[config.mk]
export PLATFORM = sky130hd
export DESIGN_NAME = select_top
export DESIGN_NICKNAME = d
export VERILOG_FILES = /design/src/stream_pkg.sv /design/src/cfg_pkg.sv /design/src/reg_fifo.sv /design/src/select_cfg.sv /design/src/select_filter.sv /design/src/select_top.sv
export VERILOG_INCLUDE_DIRS = /design/src
export SDC_FILE = /design/constraint.sdc
export NUM_CORES = 1
export LEC_CHECK = 0
export BUFFER_PORTS_ARGS = -buffer_cell sky130_fd_sc_hd__buf_2
export CAP_MARGIN = 20
export CELL_PAD_IN_SITES_DETAIL_PLACEMENT = 1
export CELL_PAD_IN_SITES_GLOBAL_PLACEMENT = 1
export CORE_ASPECT_RATIO = 1.1
export CORE_MARGIN = 10
export CORE_UTILIZATION = 46
export CTS_CLUSTER_DIAMETER = 150
export CTS_CLUSTER_SIZE = 24
export DETAILED_ROUTE_END_ITERATION = 10
export PLACE_DENSITY = 0.8
export REMOVE_ABC_BUFFERS = 1
export SYNTH_ARGS = -nofsm -noshare
export SYNTH_HDL_FRONTEND = slang
export SYNTH_SLANG_ARGS = --single-unit
[constraint.sdc]
create_clock -name clk -period 3.4 [get_ports clk]
set_input_delay 0.17 -clock clk [delete_from_list [all_inputs] [get_ports clk]]
set_output_delay 0.17 -clock clk [all_outputs]
set_load 0.05 [all_outputs]
[src/sel_params.svh]
// widths and addresses shared by the selection core; depth bits must be 2 or more
`ifndef SEL_PARAMS_SVH
`define SEL_PARAMS_SVH

// log2 of the FIFO register count
// one register less than 2**bits is usable
`define SEL_FIFO_DEPTH_BITS 2

// matched and dropped counters, saturating
`define SEL_CNT_W 16

// register map, 2-bit word addresses
// ctrl holds the predicate opcode in bits 1:0
`define SEL_ADDR_CTRL 2'd0
// compare constant in bits 15:0
`define SEL_ADDR_CONST 2'd1
// counters are read only
`define SEL_ADDR_MATCHED 2'd2
`define SEL_ADDR_DROPPED 2'd3

`endif

[src/stream_pkg.sv]
// tuple layout is fixed at a 16-bit key over a 32-bit value; keys compare unsigned
package stream_pkg;

  // one row of the stream
  // key sits in the upper bits of the 48-bit word
  typedef struct packed {
    logic [15:0] key;
    logic [31:0] value;
  } tuple_t;

  // predicate opcodes as held in the ctrl register
  // pass_all lets every tuple through, the rest compare key against the constant
  typedef enum logic [1:0] {
    // reset value
    pass_all = 2'd0,
    // key < constant
    less     = 2'd1,
    // key == constant
    equal    = 2'd2,
    // key > constant
    greater  = 2'd3
  } pred_op_t;

endpackage

[src/cfg_pkg.sv]
// register port types for the selection core; depends on stream_pkg being compiled first
package cfg_pkg;

  // register write, accepted in the cycle it is valid
  typedef struct packed {
    logic [1:0]  addr;
    logic [31:0] data;
  } reg_wr_t;

  // register read request
  // data comes back one cycle later on a separate 32-bit word
  typedef struct packed {
    logic [1:0] addr;
  } reg_rd_t;

  // live predicate seen by the filter
  typedef struct packed {
    stream_pkg::pred_op_t op;
    logic [15:0]          constant;
  } pred_cfg_t;

endpackage

[src/reg_fifo.sv]
// holds 2**depth_bits-1 entries; out_data is only meaningful while out_valid is high
`timescale 1ns/1ps

module reg_fifo #(
  parameter type payload_t  = logic [31:0],
  parameter int  depth_bits = 2
) (
  input  logic     clk,
  input  logic     rst_n,
  // write side
  input  payload_t in_data,
  input  logic     in_valid,
  output logic     in_ready,
  // read side, head of the chain
  output payload_t out_data,
  output logic     out_valid,
  input  logic     out_ready
);

  localparam int num_regs = 2 ** depth_bits;

  // register chain, index 0 is the head
  payload_t            data_q [num_regs];
  logic [num_regs-1:0] valid_q;
  // valid of the neighbour above, zero past the top
  logic [num_regs:0]   valid_up;
  // valid of the neighbour below, the head always counts as having one
  logic [num_regs:0]   valid_dn;
  // holds ready low through reset and for the first cycle after
  logic                live_q;
  logic                wr;
  logic                rd;

  if (depth_bits < 2) begin : g_bad_depth
    $error("reg_fifo needs depth_bits of at least 2");
  end

  assign valid_up = {1'b0, valid_q};
  assign valid_dn = {valid_q, 1'b1};

  // ready depends on state only
  // drops once the second-to-last register is taken
  assign in_ready = live_q & ~valid_q[num_regs-2];

  assign wr = in_valid & in_ready;
  assign rd = valid_q[0] & out_ready;

  always_ff @(posedge clk) begin
    if (!rst_n) begin
      live_q <= 1'b0;
    end else begin
      live_q <= 1'b1;
    end
  end

  for (genvar i = 0; i < num_regs; i++) begin : g_reg
    // this register is the lowest free slot after any shift this cycle
    logic fill;
    // occupancy carried over from the chain, before any write
    logic keep;

    // on a read the chain moves down one, so the old last entry's slot opens
    assign fill = rd ? (valid_q[i] & ~valid_up[i+1]) : (~valid_q[i] & valid_dn[i]);
    assign keep = rd ? valid_up[i+1] : valid_q[i];

    always_ff @(posedge clk) begin
      if (!rst_n) begin
        valid_q[i] <= 1'b0;
      end else begin
        valid_q[i] <= keep | (fill & wr);
      end
    end

    if (i < num_regs - 1) begin : g_body
      // shift toward the head on a read, else take new data if this is the free slot
      always_ff @(posedge clk) begin
        if (rd && valid_q[i+1]) begin
          data_q[i] <= data_q[i+1];
        end else if (fill && wr) begin
          data_q[i] <= in_data;
        end
      end
    end else begin : g_top
      // nothing above to shift in
      always_ff @(posedge clk) begin
        if (fill && wr) begin
          data_q[i] <= in_data;
        end
      end
    end
  end

  assign out_data  = data_q[0];
  assign out_valid = valid_q[0];

  // a stalled head keeps its data and stays valid
  a_out_hold: assert property (
    @(posedge clk) disable iff (!rst_n)
    out_valid && !out_ready |=> out_valid && $stable(out_data)
  ) else $error("reg_fifo head changed while stalled");

  // every reset edge empties the chain
  a_rst_empty: assert property (
    @(posedge clk) !rst_n |=> !out_valid
  ) else $error("reg_fifo out_valid high after reset edge");

endmodule

[src/select_cfg.sv]
// configuration is written only while the pipeline is idle; reg_rd_data holds the last read
`timescale 1ns/1ps
`include "sel_params.svh"

module select_cfg (
  input  logic                   clk,
  input  logic                   rst_n,
  // register write port
  input  cfg_pkg::reg_wr_t       reg_wr,
  input  logic                   reg_wr_valid,
  // register read port
  input  cfg_pkg::reg_rd_t       reg_rd,
  input  logic                   reg_rd_valid,
  output logic [31:0]            reg_rd_data,
  output logic                   reg_rd_ack,
  // predicate to the filter
  output cfg_pkg::pred_cfg_t     pred_cfg,
  // running totals from the filter
  input  logic [`SEL_CNT_W-1:0]  matched_cnt,
  input  logic [`SEL_CNT_W-1:0]  dropped_cnt
);

  // ctrl and const registers
  // takes effect on the filter one cycle after the write
  always_ff @(posedge clk) begin
    if (!rst_n) begin
      pred_cfg.op       <= stream_pkg::pass_all;
      pred_cfg.constant <= '0;
    end else if (reg_wr_valid) begin
      case (reg_wr.addr)
        `SEL_ADDR_CTRL: pred_cfg.op <= stream_pkg::pred_op_t'(reg_wr.data[1:0]);
        `SEL_ADDR_CONST: pred_cfg.constant <= reg_wr.data[15:0];
        // counter addresses are read only
        default: ;
      endcase
    end
  end

  // ack one cycle behind the request
  always_ff @(posedge clk) begin
    if (!rst_n) begin
      reg_rd_ack <= 1'b0;
    end else begin
      reg_rd_ack <= reg_rd_valid;
    end
  end

  // registered read mux, all fields zero extended
  always_ff @(posedge clk) begin
    if (reg_rd_valid) begin
      case (reg_rd.addr)
        `SEL_ADDR_CTRL: reg_rd_data <= {30'd0, pred_cfg.op};
        `SEL_ADDR_CONST: reg_rd_data <= {16'd0, pred_cfg.constant};
        `SEL_ADDR_MATCHED: reg_rd_data <= 32'(matched_cnt);
        `SEL_ADDR_DROPPED: reg_rd_data <= 32'(dropped_cnt);
      endcase
    end
  end

endmodule

[src/select_filter.sv]
// compares keys unsigned against a constant that must not change while tuples are in flight
`timescale 1ns/1ps
`include "sel_params.svh"

module select_filter (
  input  logic                  clk,
  input  logic                  rst_n,
  // tuples from the input FIFO
  input  stream_pkg::tuple_t    in_data,
  input  logic                  in_valid,
  output logic                  in_ready,
  // matching tuples to the output FIFO
  output stream_pkg::tuple_t    out_data,
  output logic                  out_valid,
  input  logic                  out_ready,
  // predicate from the config block
  input  cfg_pkg::pred_cfg_t    pred_cfg,
  // saturating totals
  output logic [`SEL_CNT_W-1:0] matched_cnt,
  output logic [`SEL_CNT_W-1:0] dropped_cnt
);

  logic                accept;
  logic                hit;
  // sum of both counters, one bit wider so it cannot wrap
  logic [`SEL_CNT_W:0] total;

  // output register empty, or emptying this cycle
  assign in_ready = ~out_valid | out_ready;
  assign accept   = in_valid & in_ready;

  // predicate on the incoming key
  always_comb begin
    unique case (pred_cfg.op)
      stream_pkg::pass_all: hit = 1'b1;
      stream_pkg::less:     hit = in_data.key < pred_cfg.constant;
      stream_pkg::equal:    hit = in_data.key == pred_cfg.constant;
      stream_pkg::greater:  hit = in_data.key > pred_cfg.constant;
    endcase
  end

  // output register valid
  // a dropped tuple leaves it empty once any held tuple has left
  always_ff @(posedge clk) begin
    if (!rst_n) begin
      out_valid <= 1'b0;
    end else if (accept) begin
      out_valid <= hit;
    end else if (out_ready) begin
      out_valid <= 1'b0;
    end
  end

  // payload loads for matches only
  always_ff @(posedge clk) begin
    if (accept && hit) begin
      out_data <= in_data;
    end
  end

  // both counters bump on the accept edge and stick at all ones
  always_ff @(posedge clk) begin
    if (!rst_n) begin
      matched_cnt <= '0;
      dropped_cnt <= '0;
    end else if (accept) begin
      if (hit && matched_cnt != '1) begin
        matched_cnt <= matched_cnt + 1'b1;
      end
      if (!hit && dropped_cnt != '1) begin
        dropped_cnt <= dropped_cnt + 1'b1;
      end
    end
  end

  assign total = {1'b0, matched_cnt} + {1'b0, dropped_cnt};

  // below saturation every accepted tuple lands in exactly one counter
  a_cnt_step: assert property (
    @(posedge clk) disable iff (!rst_n)
    matched_cnt != '1 && dropped_cnt != '1 |=> total == $past(total) + $past(accept)
  ) else $error("select_filter counters out of step with accepts");

endmodule

[src/select_top.sv]
// software writes configuration only while the pipeline is idle; ready rises a cycle after reset
`timescale 1ns/1ps
`include "sel_params.svh"

module select_top (
  input  logic               clk,
  input  logic               rst_n,
  // tuple input stream
  input  stream_pkg::tuple_t in_data,
  input  logic               in_valid,
  output logic               in_ready,
  // tuple output stream
  output stream_pkg::tuple_t out_data,
  output logic               out_valid,
  input  logic               out_ready,
  // register access
  input  cfg_pkg::reg_wr_t   reg_wr,
  input  logic               reg_wr_valid,
  input  cfg_pkg::reg_rd_t   reg_rd,
  input  logic               reg_rd_valid,
  output logic [31:0]        reg_rd_data,
  output logic               reg_rd_ack
);

  // input FIFO to filter
  stream_pkg::tuple_t    fifo_data;
  logic                  fifo_valid;
  logic                  fifo_ready;
  // filter to output FIFO
  stream_pkg::tuple_t    filt_data;
  logic                  filt_valid;
  logic                  filt_ready;
  // config and status between filter and register block
  cfg_pkg::pred_cfg_t    pred_cfg;
  logic [`SEL_CNT_W-1:0] matched_cnt;
  logic [`SEL_CNT_W-1:0] dropped_cnt;

  reg_fifo #(
    .payload_t  (stream_pkg::tuple_t),
    .depth_bits (`SEL_FIFO_DEPTH_BITS)
  ) in_fifo (
    .clk       (clk),
    .rst_n     (rst_n),
    .in_data   (in_data),
    .in_valid  (in_valid),
    .in_ready  (in_ready),
    .out_data  (fifo_data),
    .out_valid (fifo_valid),
    .out_ready (fifo_ready)
  );

  select_filter filter (
    .clk         (clk),
    .rst_n       (rst_n),
    .in_data     (fifo_data),
    .in_valid    (fifo_valid),
    .in_ready    (fifo_ready),
    .out_data    (filt_data),
    .out_valid   (filt_valid),
    .out_ready   (filt_ready),
    .pred_cfg    (pred_cfg),
    .matched_cnt (matched_cnt),
    .dropped_cnt (dropped_cnt)
  );

  // same FIFO, decoupling the sink from the filter
  reg_fifo #(
    .payload_t  (stream_pkg::tuple_t),
    .depth_bits (`SEL_FIFO_DEPTH_BITS)
  ) out_fifo (
    .clk       (clk),
    .rst_n     (rst_n),
    .in_data   (filt_data),
    .in_valid  (filt_valid),
    .in_ready  (filt_ready),
    .out_data  (out_data),
    .out_valid (out_valid),
    .out_ready (out_ready)
  );

  select_cfg cfg (
    .clk          (clk),
    .rst_n        (rst_n),
    .reg_wr       (reg_wr),
    .reg_wr_valid (reg_wr_valid),
    .reg_rd       (reg_rd),
    .reg_rd_valid (reg_rd_valid),
    .reg_rd_data  (reg_rd_data),
    .reg_rd_ack   (reg_rd_ack),
    .pred_cfg     (pred_cfg),
    .matched_cnt  (matched_cnt),
    .dropped_cnt  (dropped_cnt)
  );

endmodule

==> impl_results.md <==
- Antenna violations before repair: 4
- Worst Path Required: roughly 3700 ps
- Vias/cell: between 5 and 6
- PostCTS Resize Cnt: 0
- Post-Synth Simple-Gate Area: around 5%
- GPL Wtd Cong: 0.798
- Register area share after synthesis: roughly 70%
- Complex-gate fraction of the synthesized area: 3.45%
- Initial Util: between 40% and 50%
- Final-stage net count: roughly 1600
- Clock edge transition at the registers on the reported setup and hold paths: around 100 ps
- Fin crit share: 91.4%
- RSZ-0062 raised after global routing: false
- Critical Setup Path Class: reg -> reg
- Die Span X: 222 um
- Die area: ~54000 um^2
- Startpoint types: flop
- Tot GR Track Use: between 10% and 20%
- Status: finished, final reports clean
- Layout area overhead: 13.8%
- Distinct cells, synth: 68
- Crit-path slowest cell: mux2i_4
- PortBufs: between 100 and 150
- Largest net degree at the start of global routing: 50
- Synth Warn #: 0
- Peak supply drop: between 0.0003 and 0.0004 V
- Worst-Margin Slew: around 1100 ps
- # rows: just over 80
- FF-to-FF path depth: 8
- Min Clock Period, post-route: between 3000 and 4000 ps
- Area contributors post-synth: edfxtp_1 (65%), mux2_2 (16%), dfxtp_1 (5.9%)
- Leakage power: 0.00801 uW
- Max Freq: 0.322 GHz
- Die height: between 200 and 250 um
- Root Driver: clkbuf_16
- Post-synth EDFFs: 448
- Cell area after layout: about 24000 um^2
- Most used DFF post-synth: edfxtp_1
- I/O pins: 173
- Highest-count cells in the layout ignoring fill and taps: edfxtp_1 (448), mux2_2 (302), buf_2 (140)
- FF-to-FF Start: in_fifo.data_q[0][39]
- Pwr per Cell Area: around 450 nW/um^2
- Setup Buffers After CTS: 0
- DRC errors left: 0
- GR Overflow Total: 0
- Post-DP Area: between 20000 and 25000 um^2
- Final hold violations: 0
- Vias: 11100
- CP max stage delay: between 600 and 700 ps
- Per-cell routed wire length: between 20 and 25 um
- Number of global-route vias before repair: ~12000
- Hold Path Depth: 1
- Post-route insts no fill: between 2000 and 2500
- Latest clock arrival within the worst-skew pair: approximately 580 ps
- Crit path DAT: between 3000 and 4000 ps
- Max H-tree Level: 1
- Synth async-reset ratio: 0%
- DRT Pass-1 Iters: 6
- Placed cells: approximately 1900
- Final Slew Violations: 0
- Cts hold-fix bufs: between 60 and 70
- FILL cells: about 4200
- Clk_skew: around 35 ps
- TritonCTS Buffers: 25
- Syn avg cell area: between 15 and 20 um^2
- Maximum clock path buffer count: 3
- Core Area: 44500 um^2
- Mapped cell area: 20700 um^2
- CTS tree: built
- Setup TNS: 0 ps
- Synth Area in XOR/XNOR: less than 1%
- Layout cells sized above 1: around 36%
- Global-route wire length before repair: approximately 73 mm
- Area leader, netlist: edfxtp_1
- Critical path peak fanout: 49
- Yosys top cell area share: roughly two thirds
- Max-capacitance violation count: 0
- Post-DP HPWL: between 30 and 40 mm
- Most common cell after layout, fill and taps aside: edfxtp_1
- Initial DRC count: 604
- Hold Startpoint: reg_rd_valid
- FF-to-FF setup slack: around 290 ps
- Post-Synth Adder-Cell Area: about 1.1%
- Antenna-violating nets left: 0
- Hold crit path type: in -> reg
- Worst-path cell chain: ha_1 -> a21oi_1 -> o21ai_0 -> a221oi_1 -> nand3_2 -> mux2i_4 -> nor2_4 -> buf_12
- Largest family of logic cells by synthesized area: multiplexers
- End of the worst hold path: cfg.reg_rd_data[6]
- Multiplexer share of the synthesized area: 17.3%
- CTS Sinks: slightly above 500
- Relative slew slack: 29.6%
- Synthesized instance count: ~1200
- Setup-failing EPs final: 0
- Final WL: about 47 mm
- Setup crit end kind: flop
- R2R Path End: filter.out_data[23]
- Yosys reg bits: between 500 and 600
==> synthesized netlist by cell type (2+ instances only) <==
master / number
nor4_1: 3
nand2_1: 76
a31o_2: 2
nor2_1: 22
o21ai_1: 2
nand4_2: 2
a2111oi_0: 2
a21oi_1: 50
buf_4: 16
nand4_1: 8
dfxtp_1: 61
o21a_1: 2
o211ai_1: 2
a22o_1: 14
or4_1: 9
and2_1: 6
edfxtp_1: 448
o31ai_1: 6
and3_1: 12
mux4_2: 2
inv_1: 25
ha_1: 18
nand2b_1: 12
buf_1: 17
nand3_1: 18
mux2_2: 302
xnor2_1: 5
nor2b_1: 4
clkbuf_1: 27
and4_2: 3
buf_6: 4
or3_1: 4
o21ai_0: 7
mux2i_1: 11
buf_2: 4
==> worst max path at each step <==
stage / start / endpoint / slack [ps] / depth (start not counted)
final: in_fifo.data_q[0][39] / filter.out_data[23] / 290 / 8
after global routing: in_fifo.data_q[0][39] / filter.out_data[23] / 140 / 8
after CTS: in_fifo.data_q[0][39] / filter.out_valid / 350 / 9
after detailed placement: in_fifo.data_q[0][39] / filter.out_valid / 360 / 9
after global placement: in_fifo.data_q[0][39] / filter.out_valid / 440 / 9
after floorplan: out_fifo.live_q / in_fifo.data_q[1][0] / -1110 / 4
==> routing by layer <==
layer / global-route usage (%) / share of wire (%) / vias up
met5: 0 / 0.015 / -
met3: 2.18 / 3.6 / 40
li1: - / - / 5119
met2: 30.3 / 52 / 189
met4: 3.84 / 1.7 / 2
met1: 21.6 / 43 / 5776
==> logic make-up (layout without fill, tap and decap cells) <==
| logic type | count (synthesis) | count (layout) |
|---|---|---|
| DFF | 509 | 509 |
| muxes | 316 | 316 |
| and+or+nand+nor | 193 | 193 |
| AOI/OAI and AO/OA | 102 | 102 |
| buffers and inverters | 94 | 305 |
| adders and majority gates | 18 | 18 |
| xor gates and xnor gates | 6 | 6 |
| other | 1 | 17 |
==> through the flow <==
stage | worst slack (ps) | utilization, % | power, uW | hold WS [ps]
detailed placement | 365 | 49.9 | 7440 | 392
CTS | 351 | 53.0 | 10800 | 1.80
global route | 139 | 53.0 | 11000 | 17.7
global placement | 440 | 49.9 | 7420 | 388
floorplan | -1110 | - | 7240 | 198
finish | 294 | 53.0 | 10700 | 24.1
==> sequential cells by signal (all words and copies together) (netlist names), 3 cells and up <==
name,cells
filter.out_data,48
cfg.pred_cfg,18
filter.dropped_cnt,16
out_fifo.data_q,192
in_fifo.data_q,192
filter.matched_cnt,16
cfg.reg_rd_data,16
out_fifo.valid_dn,3
in_fifo.valid_dn,3
==> report_power, final <==
group	leakage [uW]	switching, uW	total, uW	internal [uW]
Clock	0.000340	1890	3310	1420
Combinational	0.00310	331	514	183
Sequential	0.00457	44.8	6850	6810
==> area by class of cell <==
class	instances	area, um^2	area share (%)
flip-flops and latches	509	14700	62.2
diodes	1	2.50	0.0106
inverters	26	97.6	0.414
repair buffers	234	1630	6.90
well taps	581	727	3.08
clock buffers	44	697	2.95
multi-input cells	651	5740	24.3
clock inverters	1	20.0	0.0849
==> critical path: cells and delay by family, from the launching register on <==
| kind | cells | cell delay (ps) |
|---|---|---|
| compound gates | 3 | 790 |
| mux | 1 | 660 |
| flops | 1 | 470 |
| fa+ha+maj | 1 | 370 |
| simple gates | 2 | 240 |
| buf+inv | 1 | 230 |
(Power assumes the default switching activity.)
